### config.mk
export PLATFORM = sky130hd
export DESIGN_NAME = busArbiter
export DESIGN_NICKNAME = d
export VERILOG_FILES = /design/src/hdl/dataPathPkg.sv /design/src/hdl/busArbiter.sv
export VERILOG_INCLUDE_DIRS = /design/src /design/src/hdl
export SDC_FILE = /design/constraint.sdc
export NUM_CORES = 1
export LEC_CHECK = 0
export BUFFER_PORTS_ARGS = -buffer_cell sky130_fd_sc_hd__buf_4
export CAP_MARGIN = 10
export CORE_AREA = 2 2 166 168
export DETAILED_ROUTE_END_ITERATION = 10
export DIE_AREA = 0 0 168 170
export PLACE_DENSITY = 0.34
export SYNTH_ARGS = -nofsm -noshare
export SYNTH_HDL_FRONTEND = slang
export SYNTH_SLANG_ARGS = --single-unit
### constraint.sdc
create_clock -name vclk -period 2.85
set_clock_uncertainty 0.1 [all_clocks]
set_input_delay 0.285 -clock vclk [all_inputs]
set_output_delay 0.285 -clock vclk [all_outputs]
set_load 0.05 [all_outputs]
### src/hdl/datapath_params.svh
// Sizes for a 32-bit datapath; MEM_LATENCY must be at least 2 and MEM_DEPTH a power of two
`ifndef DATAPATH_PARAMS_SVH
`define DATAPATH_PARAMS_SVH

// Data word width, fixed at 32 by the instruction format
`define WORD_W 32

// General register count, addressed by 4-bit fields
`define REG_COUNT 16

// RAM words, addressed by the low bits of MAR
`define MEM_DEPTH 512

// Cycles from a Read or Write strobe to memFinished
`define MEM_LATENCY 2

`endif
### src/hdl/dataPathPkg.sv
// Shared types for the single-bus datapath; the instruction word layout assumes a 32-bit word
`include "datapath_params.svh"

package dataPathPkg;

   // Every strobe the caller drives, one bit each
   typedef struct packed {
      // Bus drivers
      logic rfOut, pcOut, irOut, ryOut, rzLoOut, rzHiOut;
      logic marOut, hiOut, loOut, immOut, mdrOut, extOut;
      // Register loads
      logic rfIn, pcIn, irIn, ryIn, rzIn;
      logic marIn, hiIn, loIn, mdrIn, conffIn;
      // Instruction-field register selection
      logic gra, grb, grc, baOut, rout, rin;
      // Memory and PC
      logic read, write, incPc;
   } ctrl_t;

   // Register format: opcode, ra, rb, rc
   typedef struct packed {
      logic [4:0]  opcode;
      logic [3:0]  ra;
      logic [3:0]  rb;
      logic [3:0]  rc;
      logic [14:0] unused;
   } rFmt_t;

   // Immediate format, branch condition sits in rb[1:0]
   typedef struct packed {
      logic [4:0]  opcode;
      logic [3:0]  ra;
      logic [3:0]  rb;
      logic [18:0] imm;
   } iFmt_t;

   typedef union packed {
      rFmt_t rFmt;
      iFmt_t iFmt;
   } instr_u;

   typedef enum logic [4:0] {
      OP_ADD = 5'b00100,
      OP_SUB = 5'b00101,
      OP_AND = 5'b00110,
      OP_OR  = 5'b00111,
      OP_SHL = 5'b01000,
      OP_SHR = 5'b01001,
      OP_MUL = 5'b01110
   } aluOp_t;

   // Index 0 has the highest bus priority
   typedef struct packed {
      logic [11:0]                    req;
      logic [11:0][`WORD_W-1:0]       data;
   } busReq_t;

endpackage

### src/hdl/busArbiter.sv
// Fixed priority with the lowest request index winning; the bus reads zero when nobody drives it
`include "datapath_params.svh"

module busArbiter (
   input  logic                   Clock,
   input  logic                   rst,
   input  dataPathPkg::busReq_t   req,
   output logic [`WORD_W-1:0]     busValue
);

   localparam int DrvCount = $size(req.req);

   logic [DrvCount-1:0] grant;

   // One-hot grant to the lowest requesting index
   always_comb begin
      grant = '0;
      for (int i = DrvCount - 1; i >= 0; i--) begin
         if (req.req[i]) begin
            grant = '0;
            grant[i] = 1'b1;
         end
      end
   end

   // AND-OR mux of the granted word, zero when idle
   always_comb begin
      busValue = '0;
      for (int i = 0; i < DrvCount; i++) begin
         busValue = busValue | (req.data[i] & {`WORD_W{grant[i]}});
      end
   end

   // Caller must never raise two drive strobes together
   busSingleDriver : assert property (@(posedge Clock) disable iff (rst)
      $onehot0(req.req))
      else $error("bus conflict, requests %b", req.req);

endmodule

==> results.json <==
{
  "status": "complete, no violations",
  "setup_slack_ns": 0.117,
  "postCtsSetupRepairBufs": 0,
  "synth_top_area_frac": 0.165,
  "seq_area_um2": 0,
  "clock_buffers": 0,
  "p_leak_nw": 2.84,
  "grt_pass1_wl_mm": 37.7,
  "setup-violations-final": 0,
  "core_area_um2": 26700,
  "grt_util_all_layers": 0.177,
  "synthesis.area_um2": 2920,
  "postSynthNetCount": 764,
  "max_slew.worst_pin.slew_ns": 0.952,
  "grt_setup_unrepaired": "no",
  "diodes": 0,
  "syn_inst": 366,
  "layout_worst_path_cycle_share": 0.959,
  "drt-total-wl_mm": 27.3,
  "crit_path_end_kind": "output pin",
  "synthTopCellsByArea": "a22oi_1, o221ai_2, a221o_1",
  "worstPathMaxFanout": 20,
  "power_per_cell_area_nw_per_um2": 180,
  "holdPathStages": 4,
  "initial_core_util": 0.110,
  "grt_pass1_vias": 5842,
  "nFillCells": 2935,
  "yosysSeqAreaShare": 0,
  "via_per_inst": 4.95,
  "gp_congestion": 0.866,
  "criticalPathCategory": "in2out",
  "required_ns": 2.47,
  "drc_errors": 0,
  "startpoint_type": "input pin",
  "hold_path.class": "in2out",
  "layout_min_cycle_time_ns": 2.73,
  "setup-tns-final_ns": 0,
  "drv_slew": 0,
  "yosysTopAreaCell": "a22oi_1",
  "drv_cap": 0,
  "synthTopCellsByCount": "a22oi_1, clkbuf_1, nor2b_1",
  "hpwl_mm": 21.8,
  "arrival_ns": 2.35,
  "syn_area_per_cell_um2": 7.98,
  "drtIter0Drc": 394,
  "nFlopsAndLatches": 0,
  "startpoint": "req[390]",
  "drt_first_pass_iters": 5,
  "grt_max_degree": 66,
  "port_buffers": 428,
  "pre_cts_ws_ns": 0.0717,
  "dieWidth_um": 168,
  "num_rows": 60,
  "hp-start": "req[103]",
  "overflow": 0,
  "fin_nets": 1150,
  "yosysWarningCount": 0,
  "area_growth_syn_to_layout_pct": 124,
  "avgRoutedWirePerCell_um": 25.0,
  "fmax_mhz": 366,
  "antenna_found_initial": 0,
  "postRouteAntennaNets": 0,
  "cts-hold-fix-buffers": 0,
  "synth_cell_types": 19,
  "yosysMostFrequentCell": "a22oi_1",
  "drive_gt1_frac": 0.649,
  "p_total_mw": 1.18,
  "die_area_um2": 28600,
  "die_y_um": 170,
  "ir_drop_mv": 0.0677,
  "holdPathEnd": "busValue[7]",
  "hold_viol": 0,
  "vias": 5402,
  "slew_headroom": 0.364,
  "ios": 430,
  "whs_ns": 0.881
}
what timing repair did:
| action | CTS | global route |
|---|---|---|
| gates resized for setup | 0 | 1 |
| hold endpoints to repair | 0 | 0 |
| endpoints found under the setup margin | 0 | 1 |
placed cells by master (no fill, tap or decap), types with 2 or more instances in the layout:
cell,netlist,layout
buf_4,0,442
a22oi_1,64,64
a221oi_1,35,35
nor2b_1,37,33
o22a_1,32,32
a221o_1,31,31
nand2b_1,32,31
o221ai_2,30,30
a222oi_1,29,29
buf_12,0,5
nor2b_4,0,3
and2_1,3,3
a21oi_1,2,2
o221ai_1,2,2
stage by stage:
| step | cells | area, µm² | utilization |
|---|---|---|---|
| finish | 1091 | 6540 | 0.245 |
| global route | 1091 | 6540 | 0.245 |
| CTS | 1091 | 6540 | 0.245 |
| detailed placement | 1091 | 6540 | 0.245 |
| global placement | 1091 | 6540 | 0.245 |
| floorplan | 366 | 2920 | - |
worst max-delay path by stage:
stage,end,slack (ns),depth (start not counted)
finish,busValue[12],0.12,6
global route,busValue[12],0.06,6
detailed placement,busValue[12],0.07,6
CTS,busValue[12],0.06,6
global placement,busValue[12],0.05,6
floorplan,busValue[0],0.18,7
final cells by class:
| type | instances | area, µm² | share of cell area |
|---|---|---|---|
| repair buffers | 448 | 3430 | 0.524 |
| well taps | 341 | 427 | 0.0652 |
| multi-input cells | 302 | 2680 | 0.410 |
kinds of logic after synthesis:
kind of cell,after synthesis,share of synthesized area
compound gates,225,0.735
buf+inv,64,0.0930
simple gates,77,0.172
metal layers:
layer	GRT usage	wire, µm	vias up
met5	0	0	-
met4	0.0427	686	0
met3	0.0370	2340	37
met2	0.333	14000	341
met1	0.203	10300	2604
li1	-	-	2420
critical path, cell delays in order:
cell      delay (ns)
buf_4           0.18
or3_2           0.49
or4_2           0.59
buf_6           0.24
o221ai_2        0.29
buf_4           0.26
where the power goes:
group	total (mW)	leakage [nW]	switching [mW]	internal, mW
logic	1.18	2.84	0.568	0.607
clock network	0	0	0	0
registers	0	0	0	0
total	1.18	2.84	0.568	0.607
(Power assumes the default switching activity.)
