$ cat config.mk
export PLATFORM = sky130hd
export DESIGN_NAME = specialRegs
export DESIGN_NICKNAME = d
export VERILOG_FILES = /design/src/hdl/dataPathPkg.sv /design/src/hdl/specialRegs.sv
export VERILOG_INCLUDE_DIRS = /design/src /design/src/hdl
export SDC_FILE = /design/constraint.sdc
export NUM_CORES = 1
export LEC_CHECK = 0
export BUFFER_PORTS_ARGS = -buffer_cell sky130_fd_sc_hd__buf_2
export CAP_MARGIN = 10
export CORE_MARGIN = 2
export CORE_UTILIZATION = 30
export CTS_CLUSTER_SIZE = 20
export DETAILED_ROUTE_END_ITERATION = 10
export GPL_TIMING_DRIVEN = 0
export PLACE_DENSITY = 0.59
export SKIP_CTS_REPAIR_TIMING = 1
export SLEW_MARGIN = 20
export SYNTH_ARGS = -nofsm -noshare
export SYNTH_HDL_FRONTEND = slang
export SYNTH_SLANG_ARGS = --single-unit
$ cat constraint.sdc
create_clock -name Clock -period 4.9 [get_ports Clock]
set_input_delay 0.49 -clock Clock [delete_from_list [all_inputs] [get_ports Clock]]
set_output_delay 0.49 -clock Clock [all_outputs]
set_load 0.005 [all_outputs]
$ cat src/hdl/datapath_params.svh
// Sizes for a 32-bit datapath; MEM_LATENCY must be at least 2 and MEM_DEPTH a power of two
`ifndef DATAPATH_PARAMS_SVH
`define DATAPATH_PARAMS_SVH

// Data word width, fixed at 32 by the instruction format
`define WORD_W 32

// General register count, addressed by 4-bit fields
`define REG_COUNT 16

// RAM words, addressed by the low bits of MAR
`define MEM_DEPTH 512

// Cycles from a Read or Write strobe to memFinished
`define MEM_LATENCY 2

`endif
$ cat src/hdl/dataPathPkg.sv
// Shared types for the single-bus datapath; the instruction word layout assumes a 32-bit word
`include "datapath_params.svh"

package dataPathPkg;

   // Every strobe the caller drives, one bit each
   typedef struct packed {
      // Bus drivers
      logic rfOut, pcOut, irOut, ryOut, rzLoOut, rzHiOut;
      logic marOut, hiOut, loOut, immOut, mdrOut, extOut;
      // Register loads
      logic rfIn, pcIn, irIn, ryIn, rzIn;
      logic marIn, hiIn, loIn, mdrIn, conffIn;
      // Instruction-field register selection
      logic gra, grb, grc, baOut, rout, rin;
      // Memory and PC
      logic read, write, incPc;
   } ctrl_t;

   // Register format: opcode, ra, rb, rc
   typedef struct packed {
      logic [4:0]  opcode;
      logic [3:0]  ra;
      logic [3:0]  rb;
      logic [3:0]  rc;
      logic [14:0] unused;
   } rFmt_t;

   // Immediate format, branch condition sits in rb[1:0]
   typedef struct packed {
      logic [4:0]  opcode;
      logic [3:0]  ra;
      logic [3:0]  rb;
      logic [18:0] imm;
   } iFmt_t;

   typedef union packed {
      rFmt_t rFmt;
      iFmt_t iFmt;
   } instr_u;

   typedef enum logic [4:0] {
      OP_ADD = 5'b00100,
      OP_SUB = 5'b00101,
      OP_AND = 5'b00110,
      OP_OR  = 5'b00111,
      OP_SHL = 5'b01000,
      OP_SHR = 5'b01001,
      OP_MUL = 5'b01110
   } aluOp_t;

   // Index 0 has the highest bus priority
   typedef struct packed {
      logic [11:0]                    req;
      logic [11:0][`WORD_W-1:0]       data;
   } busReq_t;

endpackage

$ cat src/hdl/specialRegs.sv
// PC, IR, HI, LO and branch flag; immediate is the 19-bit iFmt field sign-extended to the word
`include "datapath_params.svh"

module specialRegs (
   input  logic                   Clock,
   input  logic                   rst,
   input  dataPathPkg::ctrl_t     ctrl,
   input  logic [`WORD_W-1:0]     busValue,
   output dataPathPkg::instr_u    instr,
   output logic [`WORD_W-1:0]     pcData,
   output logic [`WORD_W-1:0]     irData,
   output logic [`WORD_W-1:0]     hiData,
   output logic [`WORD_W-1:0]     loData,
   output logic [`WORD_W-1:0]     immData,
   output logic                   branch
);

   logic condMet;

   always_ff @(posedge Clock) begin
      if (rst) begin
         pcData <= '0;
         instr  <= '0;
         hiData <= '0;
         loData <= '0;
         branch <= 1'b0;
      end else begin
         if (ctrl.pcIn) begin
            pcData <= busValue;
         end else if (ctrl.incPc) begin
            pcData <= pcData + 1'b1;
         end
         if (ctrl.irIn) instr <= busValue;
         if (ctrl.hiIn) hiData <= busValue;
         if (ctrl.loIn) loData <= busValue;
         if (ctrl.conffIn) branch <= condMet;
      end
   end

   assign irData  = instr;
   assign immData = {{(`WORD_W - 19){instr.iFmt.imm[18]}}, instr.iFmt.imm};

   // Condition code 0 zero, 1 nonzero, 2 positive, 3 negative
   always_comb begin
      case (instr.iFmt.rb[1:0])
         2'd0:    condMet = (busValue == '0);
         2'd1:    condMet = (busValue != '0);
         2'd2:    condMet = !busValue[`WORD_W-1] && (busValue != '0);
         default: condMet = busValue[`WORD_W-1];
      endcase
   end

   // Load and increment of PC would race
   pcLoadOrInc : assert property (@(posedge Clock) disable iff (rst)
      !(ctrl.pcIn && ctrl.incPc))
      else $error("pcIn and incPc high together");

endmodule

==> impl_metrics.py <==
metrics = {
    "sta": {
        "grt_setup_unrepaired": "no",
        "setup_ws_ns": 2.83,
        "final.min_clock_period_ns": 2.07,
        "tightest_slew_ns": 0.979,
        "period_share_pct": 42.3,
        "finalSetupTns_ns": 0,
        "fmax_ghz": 0.483,
        "finalHoldViolCount": 0,
        "timing.slew.headroom_pct": 34.7,
        "whs_ns": 0.274,
        "fin_skew_ns": 0.00746,
        "setup_viol": 0,
        "drv_slew": 0,
    },
    "worst_setup_path": {
        "worstPathRequired_ns": 5.23,
        "critical_path_class": "flop to flop",
        "worst_setup_path_start_kind": "flop",
        "crit_chain": "ha_1, nand2_1, or3_1, nor2_1, xnor2_1, a211oi_1",
        "slowest_stage": "dfxtp_1",
        "max_stage_delay_ns": 0.48,
        "path_buf_inv": 0,
        "cp_max_fo": 8,
        "end_kind": "flop",
        "crit_family": "simple AND/OR/NAND/NOR gates",
        "arrival_ns": 2.41,
    },
    "floorplanning": {
        "die_y_um": 143,
        "ios": 258,
        "row_count": 50,
        "dieArea_mm2": 0.0203,
        "core_area_mm2": 0.0188,
        "initial_core_util_pct": 30.7,
        "fp.dieW_um": 143,
    },
    "power": {
        "power_frac_seq_pct": 41.9,
        "p_sw_uw": 709,
        "pwr-share-comb_pct": 13.1,
        "ir_worst_vdd_mv": 0.239,
        "internal-power_mw": 2.08,
        "p_clk_share_pct": 45.0,
        "p_leak_nw": 3.92,
        "power_density_mw_per_mm2": 358,
        "sw_frac_of_total_pct": 25.4,
    },
    "synth": {
        "postSynthAreaPerCell_um2": 9.35,
        "synth-warning-count": 0,
        "synth_cells": 616,
        "ys_types": 40,
        "ys_ff_latch": 129,
        "synth_edf_count": 0,
        "synth_fp_nets": 682,
        "syn_area_mm2": 0.00576,
        "synth_ff_type": "dfxtp_1",
        "ys_seq_area_share_pct": 44.9,
        "synthArstFlopShare_pct": 0,
    },
    "global_route": {
        "grt_pass1_vias": 4725,
        "met2_usage_pct": 28.8,
        "grt_util_met3_pct": 5.01,
        "grt_max_degree": 18,
        "grt_pass1_wl_um": 27700,
        "antenna_found_initial": 1,
        "track_usage_pct": 18.1,
        "grt.overflow.total": 0,
        "grtUsageMet1_pct": 23.1,
        "busiest_layer": "met2",
    },
    "finish": {
        "final_layout_size_suffix_gt1_share_pct": 38.2,
        "diodes": 0,
        "final_common_cell": "buf_2",
        "final_cell_mix": "230 x buf_2, 129 x dfxtp_1, 128 x nor2_1, 99 x mux2i_1, 64 x buf_4",
        "nNetsFinal": 930,
        "stdcell_area_mm2": 0.00778,
        "syn_to_final_growth_pct": 35.1,
    },
    "cts": {
        "cts_tree": "yes",
        "cts-root-buf": "clkbuf_16",
        "ctsHtreeMaxLevel": 4,
        "cts_buffers": 17,
        "clkLatencyLatePin_ns": 0.42,
        "clock_path_buffers": 2,
        "clk_pin_slew_ns": 0.06,
        "clock-sinks": 129,
    },
    "placement": {
        "placed_cell_area_mm2": 0.00720,
        "portBuffers": 229,
        "pre_cts_slack_ns": 2.65,
        "dpl.hpwl_um": 13700,
        "routabilityCongestion": 0.831,
    },
    "drt": {
        "vias": 5061,
        "ant_nets": 0,
        "vias_per_cell": 4.56,
        "drt_iter0_markers": 258,
        "drc": 0,
        "firstDrtPassIters": 4,
        "wl_um": 18400,
        "post_drt_wl_per_cell_um": 16.6,
    },
    "flow_run": {
        "maxCapViolations": 0,
    },
    "outcome": {
        "status": "completed",
    },
    "min_path": {
        "hold_class": "input port to flop",
    },
}
routing by layer:
| layer | part of all wire [%] | up-vias |
|---|---|---|
| met5 | 0.071 | - |
| met4 | 2.5 | 2 |
| met3 | 5.7 | 30 |
| met2 | 46 | 146 |
| met1 | 45 | 2351 |
| li1 | - | 2532 |
sequential cells by signal, summed over array words and instances (netlist names):
register	count
branch	1
loData	32
pcData	32
instr	32
hiData	32
cell families after synthesis:
family | Yosys count | share of synthesized area (%)
simple gates | 218 | 17.9
xor+xnor | 31 | 4.72
flops | 129 | 44.9
buf+inv | 102 | 11.0
compound gates | 36 | 4.11
mux | 99 | 17.2
fa+ha+maj | 1 | 0.217
path summary, 6_finish.rpt:
check / depth (start not counted) / slack [ns] / startpoint / end
worst max-delay path: 6 / 2.83 / pcData[1] / pcData[10]
worst min-delay path: 2 / 0.27 / ctrl[9] / branch
worst max register to register: 6 / 2.83 / pcData[1] / pcData[10]
worst min register to register: 2 / 0.48 / hiData[15] / hiData[15]
power groups by stage:
stage	logic [mW]	clock network (mW)	registers [mW]
2_1_floorplan	0.186	0	1.19
3_3_place_gp	0.367	0	1.19
3_5_place_dp	0.370	0	1.19
4_1_cts	0.371	1.28	1.17
5_1_grt	0.403	1.32	1.18
6_report	0.366	1.25	1.17
layout make-up:
cell class,count,area [µm²]
Fill cell,1930,11000
Timing Repair Buffer,229,1150
Clock buffer,22,474
Buffer,99,621
Inverter,3,11.3
Sequential cell,129,2580
Multi-Input combinational cell,385,2540
Tap cell,234,293
Clock inverter,10,109
cell usage after synthesis (2+ instances only):
cell type	number	area, µm²
nor2b_1	2	12.5
and3_1	2	12.5
nor3_1	7	35.0
nor2_1	128	480
a21oi_1	12	60.1
inv_1	2	7.51
a211oi_1	17	128
nand3_1	12	60.1
xor2_1	13	114
xnor2_1	18	158
buf_1	16	60.1
clkbuf_1	17	63.8
nand2_1	22	82.6
nor4_2	3	37.5
and2_1	2	12.5
nand4_1	14	87.6
dfxtp_1	129	2580
nor4_1	15	93.8
and4_1	2	17.5
mux2i_1	99	991
o21ai_0	2	10.0
buf_4	64	480
through the flow:
step | total power, mW | cells | util [%]
detailed placement | 1.56 | 1079 | 38.3
global placement | 1.56 | 1079 | 38.3
finish | 2.79 | 1111 | 41.5
floorplan | 1.38 | 616 | -
global route | 2.91 | 1111 | 41.5
CTS | 2.82 | 1111 | 41.5
No activity file was read; power rests on OpenSTA's default activity.
