==> src/hdl/datapath_params.svh <==
// Sizes for a 32-bit datapath; MEM_LATENCY must be at least 2 and MEM_DEPTH a power of two
`ifndef DATAPATH_PARAMS_SVH
`define DATAPATH_PARAMS_SVH

// Data word width, fixed at 32 by the instruction format
`define WORD_W 32

// General register count, addressed by 4-bit fields
`define REG_COUNT 16

// RAM words, addressed by the low bits of MAR
`define MEM_DEPTH 512

// Cycles from a Read or Write strobe to memFinished
`define MEM_LATENCY 2

`endif
==> src/hdl/dataPathPkg.sv <==
// Shared types for the single-bus datapath; the instruction word layout assumes a 32-bit word
`include "datapath_params.svh"

package dataPathPkg;

   // Every strobe the caller drives, one bit each
   typedef struct packed {
      // Bus drivers
      logic rfOut, pcOut, irOut, ryOut, rzLoOut, rzHiOut;
      logic marOut, hiOut, loOut, immOut, mdrOut, extOut;
      // Register loads
      logic rfIn, pcIn, irIn, ryIn, rzIn;
      logic marIn, hiIn, loIn, mdrIn, conffIn;
      // Instruction-field register selection
      logic gra, grb, grc, baOut, rout, rin;
      // Memory and PC
      logic read, write, incPc;
   } ctrl_t;

   // Register format: opcode, ra, rb, rc
   typedef struct packed {
      logic [4:0]  opcode;
      logic [3:0]  ra;
      logic [3:0]  rb;
      logic [3:0]  rc;
      logic [14:0] unused;
   } rFmt_t;

   // Immediate format, branch condition sits in rb[1:0]
   typedef struct packed {
      logic [4:0]  opcode;
      logic [3:0]  ra;
      logic [3:0]  rb;
      logic [18:0] imm;
   } iFmt_t;

   typedef union packed {
      rFmt_t rFmt;
      iFmt_t iFmt;
   } instr_u;

   typedef enum logic [4:0] {
      OP_ADD = 5'b00100,
      OP_SUB = 5'b00101,
      OP_AND = 5'b00110,
      OP_OR  = 5'b00111,
      OP_SHL = 5'b01000,
      OP_SHR = 5'b01001,
      OP_MUL = 5'b01110
   } aluOp_t;

   // Index 0 has the highest bus priority
   typedef struct packed {
      logic [11:0]                    req;
      logic [11:0][`WORD_W-1:0]       data;
   } busReq_t;

endpackage

==> src/hdl/aluUnit.sv <==
// Single-cycle ops write RZ only under rzIn; unsigned multiply takes 32 iterations and ignores rzIn
`include "datapath_params.svh"

module aluUnit (
   input  logic                   Clock,
   input  logic                   rst,
   input  dataPathPkg::ctrl_t     ctrl,
   input  dataPathPkg::aluOp_t    opSelect,
   input  logic                   start,
   input  logic [`WORD_W-1:0]     busValue,
   output logic [`WORD_W-1:0]     ryData,
   output logic [`WORD_W-1:0]     rzLoData,
   output logic [`WORD_W-1:0]     rzHiData,
   output logic                   finished
);

   localparam int CountW = $clog2(`WORD_W);

   logic [2*`WORD_W-1:0] rz;
   logic [`WORD_W-1:0]   result;
   logic                 startOne;
   logic                 startMul;
   // Shift-and-add multiplier state
   logic                 busy;
   logic [CountW-1:0]    iter;
   logic [2*`WORD_W-1:0] mcand;
   logic [`WORD_W-1:0]   mplier;

   assign startOne = start && !busy && (opSelect != dataPathPkg::OP_MUL);
   assign startMul = start && !busy && (opSelect == dataPathPkg::OP_MUL);

   always_comb begin
      case (opSelect)
         dataPathPkg::OP_ADD: result = ryData + busValue;
         dataPathPkg::OP_SUB: result = ryData - busValue;
         dataPathPkg::OP_AND: result = ryData & busValue;
         dataPathPkg::OP_OR:  result = ryData | busValue;
         dataPathPkg::OP_SHL: result = ryData << busValue[4:0];
         dataPathPkg::OP_SHR: result = ryData >> busValue[4:0];
         default:             result = '0;
      endcase
   end

   always_ff @(posedge Clock) begin
      if (rst) begin
         ryData   <= '0;
         rz       <= '0;
         busy     <= 1'b0;
         iter     <= '0;
         finished <= 1'b0;
      end else begin
         finished <= 1'b0;
         if (ctrl.ryIn) ryData <= busValue;
         if (startOne) begin
            finished <= 1'b1;
            if (ctrl.rzIn) rz <= {{`WORD_W{1'b0}}, result};
         end else if (startMul) begin
            busy <= 1'b1;
            iter <= '0;
            rz   <= '0;
         end else if (busy) begin
            // RZ is the product accumulator
            if (mplier[0]) rz <= rz + mcand;
            iter <= iter + 1'b1;
            if (iter == CountW'(`WORD_W - 1)) begin
               busy     <= 1'b0;
               finished <= 1'b1;
            end
         end
      end
   end

   always_ff @(posedge Clock) begin
      if (startMul) begin
         mcand  <= {{`WORD_W{1'b0}}, ryData};
         mplier <= busValue;
      end else if (busy) begin
         mcand  <= mcand << 1;
         mplier <= mplier >> 1;
      end
   end

   assign rzLoData = rz[`WORD_W-1:0];
   assign rzHiData = rz[2*`WORD_W-1:`WORD_W];

   finishedPulse : assert property (@(posedge Clock) disable iff (rst)
      finished |=> !finished)
      else $error("finished high two cycles in a row");

endmodule

==> config.mk <==
export PLATFORM = sky130hd
export DESIGN_NAME = aluUnit
export DESIGN_NICKNAME = d
export VERILOG_FILES = /design/src/hdl/dataPathPkg.sv /design/src/hdl/aluUnit.sv
export VERILOG_INCLUDE_DIRS = /design/src /design/src/hdl
export SDC_FILE = /design/constraint.sdc
export NUM_CORES = 1
export LEC_CHECK = 0
export BUFFER_PORTS_ARGS = -buffer_cell sky130_fd_sc_hd__buf_2
export CORE_AREA = 2 2 173 175
export DETAILED_ROUTE_END_ITERATION = 16
export DIE_AREA = 0 0 175 177
export PLACE_DENSITY = 0.88
export SLEW_MARGIN = 20
export SYNTH_ARGS = -nofsm -noshare
export SYNTH_HDL_FRONTEND = slang
export SYNTH_SLANG_ARGS = --single-unit
==> constraint.sdc <==
create_clock -name Clock -period 5.9 [get_ports Clock]
set_input_delay 0.295 -clock Clock [delete_from_list [all_inputs] [get_ports Clock]]
set_output_delay 0.295 -clock Clock [all_outputs]
set_load 0.02 [all_outputs]
==> results.md <==
- Worst clock skew: 0.0191 ns
- Overall fraction of global-route tracks in use: around 41%
- Post-synthesis average cell area: ~8.4 um2
- Die width: 175 um
- Post-route DRC violation count: 0
- Worst path top cell family by delay: simple AND/OR/NAND/NOR gates
- Starting density of the core: 60.9%
- CP max-delay cell: sky130_fd_sc_hd__or4_4
- Highest cell delay on the worst timing path: 0.57 ns
- Count of flip-flops with a built-in enable after synthesis: 64
- Area of the mapped netlist: 0.0178 mm2
- Final Core Density: roughly 66%
- Length in cells of the worst reg-to-reg path: 12
- Number of nets in the synthesized netlist: 2289
- Share of the clock period used by the worst path: approximately nine tenths
- Bufs and invs on worst path: 1
- Worst Tran Pin Value: ~1.0 ns
- Sequential standard cell area: approximately 0.0046 mm2
- Initial antenna violation count: 2
- Commonest cells after routing, fill and taps aside: 257 x sky130_fd_sc_hd__nor2_1, 169 x sky130_fd_sc_hd__a21oi_1, 156 x sky130_fd_sc_hd__nand2_1, 137 x sky130_fd_sc_hd__buf_2, 134 x sky130_fd_sc_hd__dfxtp_1
- Buffer levels on the longest clock path: 2
- Hold/Removal Path Class: in2reg
- Peak supply drop: about 0.00021 V
- Cell repeated most along the worst path: sky130_fd_sc_hd__or4_4
- Kind of critical path: in2reg
- Required time of the worst setup path: 6.29 ns
- Max Cap Violations: 0
- Combinational share of power: between 30% and 40%
- Number of buffers inserted for hold repair after clock tree synthesis: 0
- Most common flop cell mapped by yosys: sky130_fd_sc_hd__dfxtp_1
- Core ar.: between 0.02 and 0.03 mm2
- Count of state elements after synthesis: 199
- Buffers inserted by post-CTS timing repair: 0
- FF-to-FF setup slack: about 1.8 ns
- Latest clock arrival within the worst-skew pair: between 0.4 and 0.5 ns
- Unrepaired setup endpoints after global routing: no
- # resized after CTS: 0
- Cell-by-cell trace of the critical path: buf_2 -> or4_4 -> or3_4 -> or4_4 -> or4_4 -> or3_1 -> o31ai_1 -> xor2_1 -> ha_1 -> a21oi_1 -> o21ai_0 -> nor3b_1 -> nand3_1 -> and3_1 -> o311ai_0 -> a221oi_1 -> nor3_1
- Via count of the first global-routing pass: 16500
- Total setup violations reported at the end of the flow: 0
- Fraction of synthesis flops using an asynchronous set or reset pin: 0%
- Detailed router's first-iteration violation count: roughly 2500
- Syn-to-layout area delta: 7.91%
- Sum of overflow across all layers after global routing: 0
- Portion of the post-synthesis area used by sequential elements: about a quarter
- Vertical die dimension: 177 um
- Die footprint: 0.0310 mm2
- Switching Power: between 1.5 and 2 mW
- Slew margin rel.: around 30%
- Total internal power: 2.65 mW
- CTS H-tree lvls: 4
- End of the worst register-to-register path: rz[46]
- Number of placement rows: 63
- Switching part of the total power: 39.1%
- Top-Level Pins: between 150 and 200
- Final HPWL from detailed placement: 46.9 mm
- Highest achievable clock rate: ~190 MHz
- Final Routed Wirelength: around 64 mm
- Hold WS: ~0.17 ns
- Worst endpoint data arrival time: around 5.6 ns
- Crit path depth: 17
- Weighted congestion reported at the end of routability-driven placement: around 1.1
- Vias per cell: 7.03
- Maximum number of pins on one net before global-route repair: 65
- Launch point of the critical path: busValue[6]
- First-pass GRT wire length: approximately 97 mm
- Fin worst setup slack: about 0.69 ns
- Clk sinks: slightly below 200
- Number of distinct library cell variants in the gate-level netlist after synthesis: 74
- Destination of the critical timing path: rz[22]
- Yosys warnings: 0
- Leakage power: ~8.1 nW
- Average wire length per cell after detail routing: between 20 and 30 um
- Final hold violation count: 0
- Layout filler cell count: approximately 2500
- Clock power share: 28.4%
- Fraction of final layout cells sized beyond drive strength 1: 16.7%
- Total vias in the final route: between 15000 and 20000
- Worst setup SP type: input pin
- Total iterations of the first detailed-routing run: 7
- Setup TNS: 0 ns
- Count of buffers from port buffering: ~140
- Share of total power in sequential cells: 38.8%
- Status: finished, final reports clean
- Number of routed nets with antenna violations: 0
- Leading cell type in the layout, fill and taps excluded: sky130_fd_sc_hd__nor2_1
- Setup crit end kind: register
- Count of nets after finishing: roughly 2300
- Worst-path maximum fanout: 9
- Clock transition at path regs: 0.09 ns
- Power density relative to cell area: between 200 and 250 mW/mm2
- Pre-CTS WS: just under 0.3 ns
- Number of buffers inserted during clock tree synthesis: 17
- TritonCTS clock tree: built
- Area occupied by multi-input gates: ~0.012 mm2
- Final critical-path required period: 5.21 ns
- Post-synthesis cell count: 2116
- FF-to-FF Start: mcand[0]
- Cell chosen for the clock root: sky130_fd_sc_hd__clkbuf_16
- Count of pins over their slew limit: 0
-- metal layers --
layer | global-route usage (%) | up-vias | wire length (um)
met2 | 63.2 | 1238 | 27900
li1 | - | 7984 | -
met4 | 15.5 | 0 | 2660
met5 | 0 | - | 0
met1 | 55.1 | 8399 | 26200
met3 | 9.19 | 199 | 7030
-- power groups by stage --
stage | Sequential, mW | Combinational [mW] | Clock, mW
floorplan | 1.68 | 1.01 | 0
global placement | 1.71 | 1.35 | 0
detailed placement | 1.71 | 1.38 | 0
CTS | 1.68 | 1.39 | 1.24
global route | 1.70 | 1.55 | 1.29
finish | 1.69 | 1.43 | 1.24
-- through the flow --
stage | total power [mW] | cell area [um2] | std cells
floorplan | 2.69 | 17800 | 2116
global placement | 3.05 | 18600 | 2503
detailed placement | 3.09 | 18600 | 2503
CTS | 4.32 | 19200 | 2535
global route | 4.54 | 19200 | 2535
finish | 4.36 | 19200 | 2536
-- sequential cells by signal, summed over array words and instances (netlist names) --
| name | count |
|---|---|
| mcand | 64 |
| rz | 64 |
| mplier | 32 |
| ryData | 32 |
| iter | 5 |
| busy | 1 |
| finished | 1 |
-- layout make-up --
| type | instances | share of cell area, % |
|---|---|---|
| clock inverter | 15 | 0.899 |
| multi-input combinational | 1701 | 64.4 |
| timing repair buffer | 176 | 5.09 |
| inverter | 37 | 0.723 |
| sequential | 199 | 24.1 |
| antenna | 1 | 0.0130 |
| tap | 390 | 2.54 |
| clock buffer | 17 | 2.21 |
-- worst min path at each step --
stage | slack (ns) | to | from | depth (start not counted)
2_1_floorplan | 0.44 | ryData[29] | busValue[29] | 2
3_3_place_gp | 0.47 | rz[57] | rz[57] | 2
3_5_place_dp | 0.48 | rz[43] | rz[43] | 2
4_1_cts | 0.16 | ryData[14] | busValue[14] | 3
5_1_grt | 0.18 | ryData[11] | busValue[11] | 3
6_report | 0.17 | ryData[14] | busValue[14] | 3
-- cell families (layout without fill, tap and decap cells) --
logic type               count (synthesis)  in the layout  share of synthesized area [%]
AO/OA/AOI/OAI                          640            640                           23.6
XOR/XNOR                               106            106                           5.26
adder cells (fa/ha/maj)                105            105                           7.42
buffers and inverters                  216            245                           4.62
flip-flops                             199            199                           26.0
multiplexers                           232            232                           17.4
other                                    0              1                              0
AND/OR/NAND/NOR                        618            618                           15.7
-- Yosys cell counts (16+ instances only) --
| cell | count | area, um2 |
|---|---|---|
| sky130_fd_sc_hd__nor2_1 | 259 | 972 |
| sky130_fd_sc_hd__a21oi_1 | 169 | 846 |
| sky130_fd_sc_hd__nand2_1 | 156 | 586 |
| sky130_fd_sc_hd__clkbuf_1 | 146 | 548 |
| sky130_fd_sc_hd__dfxtp_1 | 135 | 2700 |
| sky130_fd_sc_hd__o21ai_0 | 130 | 651 |
| sky130_fd_sc_hd__mux2i_1 | 110 | 1100 |
| sky130_fd_sc_hd__ha_1 | 100 | 1250 |
| sky130_fd_sc_hd__a21o_1 | 81 | 608 |
| sky130_fd_sc_hd__mux2_2 | 66 | 743 |
| sky130_fd_sc_hd__edfxtp_1 | 64 | 1920 |
| sky130_fd_sc_hd__mux4_2 | 56 | 1260 |
| sky130_fd_sc_hd__nor3_1 | 56 | 280 |
| sky130_fd_sc_hd__xor2_1 | 56 | 490 |
| sky130_fd_sc_hd__xnor2_1 | 49 | 429 |
| sky130_fd_sc_hd__inv_1 | 37 | 139 |
| sky130_fd_sc_hd__buf_1 | 28 | 105 |
| sky130_fd_sc_hd__a221oi_1 | 27 | 236 |
| sky130_fd_sc_hd__nand4_1 | 26 | 163 |
| sky130_fd_sc_hd__a31oi_1 | 24 | 150 |
| sky130_fd_sc_hd__nand3_1 | 24 | 120 |
| sky130_fd_sc_hd__a211oi_1 | 23 | 173 |
| sky130_fd_sc_hd__o21bai_1 | 23 | 173 |
| sky130_fd_sc_hd__o211ai_1 | 21 | 158 |
| sky130_fd_sc_hd__and3_1 | 20 | 125 |
| sky130_fd_sc_hd__o22ai_1 | 17 | 106 |
| sky130_fd_sc_hd__nand2b_1 | 16 | 100 |
| sky130_fd_sc_hd__o31ai_1 | 16 | 120 |
-- tightest hold or removal path, cell delays in order --
cell                      delay [ns]
sky130_fd_sc_hd__buf_2          0.16
sky130_fd_sc_hd__mux2i_1        0.09
sky130_fd_sc_hd__nor2_1         0.07
No activity file was read; power rests on OpenSTA's default activity.
