==> src/hdl/datapath_params.svh <==
// Sizes for a 32-bit datapath; MEM_LATENCY must be at least 2 and MEM_DEPTH a power of two
`ifndef DATAPATH_PARAMS_SVH
`define DATAPATH_PARAMS_SVH

// Data word width, fixed at 32 by the instruction format
`define WORD_W 32

// General register count, addressed by 4-bit fields
`define REG_COUNT 16

// RAM words, addressed by the low bits of MAR
`define MEM_DEPTH 512

// Cycles from a Read or Write strobe to memFinished
`define MEM_LATENCY 2

`endif
==> src/hdl/dataPathPkg.sv <==
// Shared types for the single-bus datapath; the instruction word layout assumes a 32-bit word
`include "datapath_params.svh"

package dataPathPkg;

   // Every strobe the caller drives, one bit each
   typedef struct packed {
      // Bus drivers
      logic rfOut, pcOut, irOut, ryOut, rzLoOut, rzHiOut;
      logic marOut, hiOut, loOut, immOut, mdrOut, extOut;
      // Register loads
      logic rfIn, pcIn, irIn, ryIn, rzIn;
      logic marIn, hiIn, loIn, mdrIn, conffIn;
      // Instruction-field register selection
      logic gra, grb, grc, baOut, rout, rin;
      // Memory and PC
      logic read, write, incPc;
   } ctrl_t;

   // Register format: opcode, ra, rb, rc
   typedef struct packed {
      logic [4:0]  opcode;
      logic [3:0]  ra;
      logic [3:0]  rb;
      logic [3:0]  rc;
      logic [14:0] unused;
   } rFmt_t;

   // Immediate format, branch condition sits in rb[1:0]
   typedef struct packed {
      logic [4:0]  opcode;
      logic [3:0]  ra;
      logic [3:0]  rb;
      logic [18:0] imm;
   } iFmt_t;

   typedef union packed {
      rFmt_t rFmt;
      iFmt_t iFmt;
   } instr_u;

   typedef enum logic [4:0] {
      OP_ADD = 5'b00100,
      OP_SUB = 5'b00101,
      OP_AND = 5'b00110,
      OP_OR  = 5'b00111,
      OP_SHL = 5'b01000,
      OP_SHR = 5'b01001,
      OP_MUL = 5'b01110
   } aluOp_t;

   // Index 0 has the highest bus priority
   typedef struct packed {
      logic [11:0]                    req;
      logic [11:0][`WORD_W-1:0]       data;
   } busReq_t;

endpackage

==> src/hdl/registerFile.sv <==
// Sixteen registers, asynchronous read; field select overrides rfSelect, R0 reads zero under baOut
`include "datapath_params.svh"

module registerFile (
   input  logic                   Clock,
   input  logic                   rst,
   input  dataPathPkg::ctrl_t     ctrl,
   input  logic [3:0]             rfSelect,
   input  dataPathPkg::instr_u    instr,
   input  logic [`WORD_W-1:0]     busValue,
   output logic [`WORD_W-1:0]     rfData
);

   logic [`WORD_W-1:0] regs [`REG_COUNT];
   logic [3:0]         sel;
   logic               writeEn;

   // Register index from the IR fields or the direct select
   always_comb begin
      if (ctrl.gra) begin
         sel = instr.rFmt.ra;
      end else if (ctrl.grb) begin
         sel = instr.rFmt.rb;
      end else if (ctrl.grc) begin
         sel = instr.rFmt.rc;
      end else begin
         sel = rfSelect;
      end
   end

   assign writeEn = ctrl.rfIn | ctrl.rin;

   always_ff @(posedge Clock) begin
      if (rst) begin
         for (int i = 0; i < `REG_COUNT; i++) begin
            regs[i] <= '0;
         end
      end else if (writeEn) begin
         regs[sel] <= busValue;
      end
   end

   // Base address path treats R0 as a zero base
   assign rfData = (ctrl.baOut && sel == 4'd0) ? '0 : regs[sel];

   // Only one IR field may pick the register at a time
   fieldSelectOne : assert property (@(posedge Clock) disable iff (rst)
      $onehot0({ctrl.gra, ctrl.grb, ctrl.grc}))
      else $error("more than one of gra, grb, grc high");

endmodule

==> config.mk <==
export PLATFORM = sky130hd
export DESIGN_NAME = registerFile
export DESIGN_NICKNAME = d
export VERILOG_FILES = /design/src/hdl/dataPathPkg.sv /design/src/hdl/registerFile.sv
export VERILOG_INCLUDE_DIRS = /design/src /design/src/hdl
export SDC_FILE = /design/constraint.sdc
export NUM_CORES = 1
export LEC_CHECK = 0
export ABC_CLOCK_PERIOD_IN_PS = 4850
export BUFFER_PORTS_ARGS = -buffer_cell sky130_fd_sc_hd__buf_2
export CORE_UTILIZATION = 39
export DETAILED_ROUTE_END_ITERATION = 16
export GPL_ROUTABILITY_DRIVEN = 0
export GPL_TIMING_DRIVEN = 0
export HOLD_SLACK_MARGIN = 0.05
export MAX_ROUTING_LAYER = met4
export PLACE_DENSITY = 0.56
export SYNTH_ARGS = -nofsm -noshare
export SYNTH_HDL_FRONTEND = slang
export SYNTH_SLANG_ARGS = --single-unit
==> constraint.sdc <==
create_clock -name Clock -period 4.85 [get_ports Clock]
set_clock_uncertainty 0.05 [all_clocks]
set_input_delay 0.2425 -clock Clock [delete_from_list [all_inputs] [get_ports Clock]]
set_output_delay 0.2425 -clock Clock [all_outputs]
set_load 0.01 [all_outputs]
==> results of run 1 <==
per-layer routing:
metal | global-route usage | up-vias | wire length (um) | share of wire
met5 | - | - | 0 | 0
met4 | 0.0713 | 0 | 1870 | 0.024
met3 | 0.0423 | 125 | 6510 | 0.082
met2 | 0.415 | 794 | 37700 | 0.48
met1 | 0.340 | 8630 | 33100 | 0.42
li1 | - | 7920 | - | -
stage by stage:
stage / cell area (um2) / std cells
after detailed placement: 25700 / 3130
after floorplan: 24300 / 2206
after global placement: 25700 / 3130
after global routing: 27800 / 3261
final: 27800 / 3262
after CTS: 27800 / 3259
logic make-up after synthesis:
group                  count (synthesis)
AO/OA/AOI/OAI                        151
multiplexers                           5
flip-flops                           512
buffers and inverters                188
AND/OR/NAND/NOR                     1350
power by group through the flow:
stage          combinational, mW  sequential, mW  clock, mW
2_1_floorplan              0.725            5.31          0
3_3_place_gp                1.29            5.32          0
3_5_place_dp                1.31            5.34          0
4_1_cts                     1.33            5.24       4.18
5_1_grt                     1.44            5.27       4.35
6_report                    1.33            5.25       4.15
synth_stat cells, types with 2 or more instances:
master,n,area (um2)
and2_1,512,3200
edfxtp_1,512,15400
nand2_1,477,1790
nand3_1,253,1270
clkbuf_1,106,398
a21oi_1,69,345
a21boi_0,62,465
buf_2,58,290
nand3b_1,31,233
nor4_1,31,194
or2_2,16,100
nor2_1,11,41.3
buf_1,7,26.3
buf_4,7,52.6
buf_6,6,67.6
nor2b_1,6,37.5
a211oi_1,4,30.0
inv_1,4,15.0
nor2_4,4,45.0
a221o_1,3,30.0
nand2b_1,3,18.8
and3_1,2,12.5
mux2_2,2,22.5
mux2i_1,2,20.0
o21ai_0,2,10.0
o21ai_1,2,10.0
area by class of cell:
| type | count | area (um2) |
|---|---|---|
| repair buffers | 119 | 756 |
| clock inverters | 34 | 309 |
| fillers | 5760 | 33800 |
| plain buffers | 184 | 835 |
| inverters | 4 | 15.0 |
| flip-flops and latches | 512 | 15400 |
| clock buffers | 63 | 1410 |
| multi-input cells | 1506 | 8040 |
| well taps | 837 | 1050 |
| diodes | 3 | 7.51 |
worst max path at each step:
stage / slack (ns) / cells past startpoint / end
global placement: 0.78 / 7 / regs[9][6]$_SDFFCE_PN0P_
finish: 0.80 / 9 / rfData[10]
detailed placement: 0.78 / 7 / regs[9][11]$_SDFFCE_PN0P_
global route: 0.73 / 10 / rfData[19]
CTS: 0.89 / 9 / rfData[9]
floorplan: 2.26 / 7 / regs[0][0]$_SDFFCE_PN0P_
==> impl_metrics.tcl, run 1 <==
set metrics [dict create \
    synth_simple_gate_area_frac 0.288 \
    post_cts_buffers 0 \
    cp-end-kind "output pin" \
    largest_reg_flops 512 \
    path_buf_inv 4 \
    hold_violations 0 \
    relSlewSlack -0.0333 \
    synth_compound_area_frac 0.0408 \
    power_density_mw_per_mm2 386 \
    num_rows 91 \
    track_usage 0.259 \
    synthFlopType "edfxtp_1" \
    ios 133 \
    grt_overflow 0 \
    clockBufferDepth 3 \
    cp_common_cell "buf_2" \
    critPathLaunch "ctrl[6]" \
    internal-power_mw 7.91 \
    hold_depth 5 \
    crit_fanout 10 \
    clockRootBuffer "clkbuf_16" \
    grt_pass1_wl_mm 114 \
    required_ns 4.56 \
    violations "capacitance limit, slew limit" \
    switching_share 0.262 \
    maxCapViolations 1 \
    cts_buffers 55 \
    syn_avg_cell_area_um2 11.0 \
    cp_top_family "compound AO/OA/AOI/OAI gates" \
    synthCells 2206 \
    syn-cell-area_mm2 0.0243 \
    fin_ws_ns 0.798 \
    clkTransAtPathRegs_ns 0.06 \
    vias 17500 \
    min_path_type "input pin to register" \
    synth_xor_area_frac 0 \
    synthesis.nets 2307 \
    drive_above_1_share 0.108 \
    hp-start "rst" \
    drt-initial-drc-count 1798 \
    ys_warn_count 0 \
    p_total_mw 10.7 \
    wl_per_cell_um 24.3 \
    pwr-share-comb 0.124 \
    ys_ff_latch 512 \
    cts_htree_levels 2 \
    rsz0062_at_grt "no" \
    cts_repair_resize_count 0 \
    dpl.hpwl_mm 52.5 \
    die_height_um 251 \
    finalSetupTns_ns 0 \
    synth_edf_count 512 \
    floorplan.initialDensity 0.394 \
    holdWs_ns 0.435 \
    top_register "regs" \
    fin_util 0.451 \
    setup_viol 0 \
    leakagePower_nw 10.2 \
    final_cell_mix "and2_1, edfxtp_1, nand2_1" \
    critPathKind "input pin to output pin" \
    largestRegisters "regs: 512 flops" \
    status "finished, violations left" \
    grt_max_degree 33 \
    seq_power_share 0.489 \
    clock_sinks 512 \
    dr.pass1.iters 7 \
    syn_to_final_growth_pct 14.5 \
    port_buffers 87 \
    yosysSeqAreaShare 0.634 \
    core_mm2 0.0616 \
    max_stage_delay_ns 1.13 \
    p_clk_frac 0.387 \
    antenna_found_initial 2 \
    synth_top_family_by_area "simple AND/OR/NAND/NOR gates" \
    synth_fa_ha_area_frac 0 \
    critPathLaunchType "input pin" \
    vdd_drop_max_mv 0.261 \
    cts_hold_buf 32 \
    max_freq_mhz 247 \
    die_area_mm2 0.0632 \
    worstPathArrival_ns 3.76 \
    cts_tree "yes" \
    holdPathEnd "regs[0][0]$_SDFFCE_PN0P_" \
    ys_types 40 \
    ant_nets 0 \
    fin_nets 2483 \
    slew_violations 10 \
    path_cells "buf_2 > mux2_2 > mux2i_4 > inv_1 > o22ai_1 > clkbuf_1 > a21boi_0 > nor4_1 > buf_2" \
    finalCritPeriodShare 0.835 \
    yosys-mux-area-fraction 0.00268 \
    worst_slew_pin_slew_ns 1.55 \
    critPathSlowestCell "o22ai_1" \
    die_w_um 251 \
    place_ws_ns 0.784 \
    grt_pass1_vias 17000 \
    drc 0 \
    synthArstFlopShare 0 \
    totalWireLength_mm 79.2 \
    vias_per_cell 5.36 \
    netSwitchingPower_mw 2.82 \
    min_period_ns 4.05 \
]
(Power assumes the default switching activity.)
==> run 2: changes to the inputs <==
Settings changed: ABC_AREA set to 1, ABC_CLOCK_PERIOD_IN_PS 4850 to 3500, PLACE_DENSITY 0.56 to 0.58.
Clock period 4.85 ns to 3.5 ns, I/O delays scaled along.
==> run 2 against run 1 <==
- the run now ends clean
- utilization grew 0.32 points
- first-iteration DRC count down 9.3%
- sequential share of layout area rose by 1.8 points
- worst setup slack lost 0.11 ns
- global-route usage down 3.7 points
- hold slack got worse by 0.17 ns
- non-clock buffer count is 19 lower
- critical path depth rose by 5
- combinational power up 39%
- synthesized area shrank 3.2%
- clock power is 30% higher
- wire length is 18% lower
- largest power group unchanged
==> impl_metrics.tcl, run 2 <==
set metrics [dict create \
    die_area_mm2 0.0612 \
    clkTransAtPathRegs_ns 0.06 \
    ant_nets 0 \
    top_register "regs" \
    grt_pass1_vias 16500 \
    clockBufferDepth 3 \
    routed-wl-met2_mm 29.8 \
    relSlewSlack 0.145 \
    met3WireLength_mm 4.47 \
    largest_reg_flops 512 \
    cts_htree_levels 2 \
    vias 17200 \
    wl_per_cell_um 18.3 \
    synth_top_area_share 0.654 \
    synthesis.nets 2659 \
    drt-initial-drc-count 1631 \
    synthArstFlopShare 0 \
    grt_overflow 0 \
    vdd_drop_max_mv 0.356 \
    max_stage_delay_ns 0.37 \
    final_area_mm2 0.0269 \
    dpl_cell_area_mm2 0.0250 \
    setup_viol 0 \
    grt_pass1_wl_mm 98.3 \
    layout_commonest_cell "nor2_1" \
    cp-end-kind "output pin" \
    dpl.hpwl_mm 47.7 \
    n_fill_cell 5724 \
    critPathLaunchType "input pin" \
    rsz0062_at_grt "no" \
    slew_violations 0 \
    largestRegisters "regs: 512 flops" \
    drive_above_1_share 0.109 \
    clock_sinks 512 \
    fin_nets 2834 \
    path_cells "buf_2 > a21oi_1 > nand2_1 > nand2_2 > inv_2 > nand2_2 > buf_2 > nor2_1 > nor2_1 > nand2_1 > nand2_1 > nand2_1 > nor2_1 > buf_2" \
    worst_slew_pin_slew_ns 1.28 \
    synth_edf_count 512 \
    hp-start "rst" \
    cp_common_cell "nand2_1" \
    vias_per_cell 4.85 \
    dr.max_layer_used "met4" \
    totalWireLength_mm 64.7 \
    yosys.area.top_type "edfxtp_1" \
    ys_warn_count 0 \
    ys_top_cells_by_area "edfxtp_1, nor2_1, nand2_1" \
    holdPathEnd "regs[8][31]$_SDFFCE_PN0P_" \
    antenna_found_initial 1 \
    dr.pass1.iters 9 \
    min_period_ns 2.82 \
    max_freq_mhz 355 \
    ys_ff_latch 512 \
    ys_types 25 \
    maxCapViolations 0 \
    min_path_type "input pin to register" \
    track_usage 0.221 \
    leakagePower_nw 11.4 \
    hold_depth 3 \
    register_area_mm2 0.0154 \
    critPathKind "input pin to output pin" \
    status "complete, no violations" \
    clockRootBuffer "clkbuf_16" \
    cts_buffers 53 \
    finalCritPeriodShare 0.804 \
    synthMostInstantiatedCell "nor2_1" \
    cts_tree "yes" \
    critPathSlowestCell "buf_2" \
    yosysSeqAreaShare 0.654 \
    grt_max_degree 33 \
    met1Wirelength_mm 28.9 \
    required_ns 3.27 \
    syn_to_final_growth_pct 14.6 \
    worstPathArrival_ns 2.59 \
    num_rows 89 \
    syn-cell-area_mm2 0.0235 \
    multi_input_area_mm2 0.00677 \
    drc 0 \
    synth_common_cells "nor2_1, nand2_1, edfxtp_1" \
    ios 133 \
    floorplan.initialDensity 0.397 \
    die_height_um 247 \
    power_density_mw_per_mm2 540 \
    synthCells 2558 \
    synthFlopType "edfxtp_1" \
    post_cts_buffers 0 \
    hold_violations 0 \
    crit_fanout 10 \
    syn_avg_cell_area_um2 9.18 \
    port_buffers 86 \
    core_mm2 0.0592 \
    fin_util 0.454 \
    final_cell_mix "nor2_1, nand2_1, edfxtp_1" \
    die_w_um 247 \
]
-- run 2: cell types whose count changed in the layout (fill, tap and decap cells not counted), sizes merged, moves of 48 or more --
cell	previous run	this run
inv	5	169
and2	512	1
o21ai	4	127
a21boi	62	0
a21oi	69	4
nor2	15	924
clkbuf	169	121
nand3	253	41
nand2	477	615
-- run 2: how the worst max path moves through the flow --
| stage | cells after the start | endpoint | startpoint | slack (ns) |
|---|---|---|---|---|
| 2_1_floorplan | 9 | regs[15][0]$_SDFFCE_PN0P_ | ctrl[8] | 1.08 |
| 3_3_place_gp | 7 | regs[11][18]$_SDFFCE_PN0P_ | rst | -0.27 |
| 3_5_place_dp | 7 | regs[15][17]$_SDFFCE_PN0P_ | rst | -0.10 |
| 4_1_cts | 7 | regs[15][2]$_SDFFCE_PN0P_ | rst | 0.54 |
| 5_1_grt | 16 | rfData[20] | ctrl[6] | 0.56 |
| 6_report | 14 | rfData[20] | ctrl[7] | 0.68 |
-- run 2: through the flow --
stage / setup TNS (ns) / hold WS [ns] / setup WS (ns) / power, mW / cells
global placement: -26.67 / 0.543 / -0.271 / 9.17 / 3417
floorplan: 0 / 0.401 / 1.08 / 8.45 / 2558
detailed placement: -3.83 / 0.553 / -0.102 / 9.21 / 3419
global route: 0 / 0.259 / 0.565 / 15.1 / 3545
finish: 0 / 0.262 / 0.685 / 14.5 / 3547
CTS: 0 / 0.205 / 0.539 / 14.6 / 3545
-- run 2: area by class of cell --
type	instances	area share
sequential	512	0.571
clock buffer	65	0.0510
antenna	2	0.000186
tap	773	0.0359
inverter	168	0.0234
clock inverter	29	0.00897
buffer	164	0.0281
timing repair buffer	120	0.0297
multi-input combinational	1714	0.251
-- run 2: where the power goes --
group	internal, mW	switching [mW]	total, mW
combinational	0.492	1.36	1.85
clock	3.06	2.35	5.41
sequential	7.17	0.105	7.27
-- run 2: timing repair --
item                                    in CTS  in global routing
endpoints found under the hold margin      191                  0
hold buffers                                32                  0
endpoints found under the setup margin       0                  0
gates resized for setup                      0                  0
-- run 2: metal layers --
metal | vias up | GRT usage
met4 | 0 | 0.0657
met2 | 581 | 0.345
met3 | 104 | 0.0331
met1 | 8049 | 0.299
met5 | - | -
li1 | 8468 | -
-- run 2: cell families after synthesis --
logic type / after synthesis / synth area share
buffers and inverters: 332 / 0.0590
AO/OA/AOI/OAI: 132 / 0.0287
flip-flops: 512 / 0.654
AND/OR/NAND/NOR: 1582 / 0.258
-- run 2: worst max-delay path, delay by kind of cell --
| kind | cells | cell delay, ns |
|---|---|---|
| compound gates | 1 | 0.16 |
| simple gates | 9 | 1.41 |
| buf+inv | 4 | 0.82 |
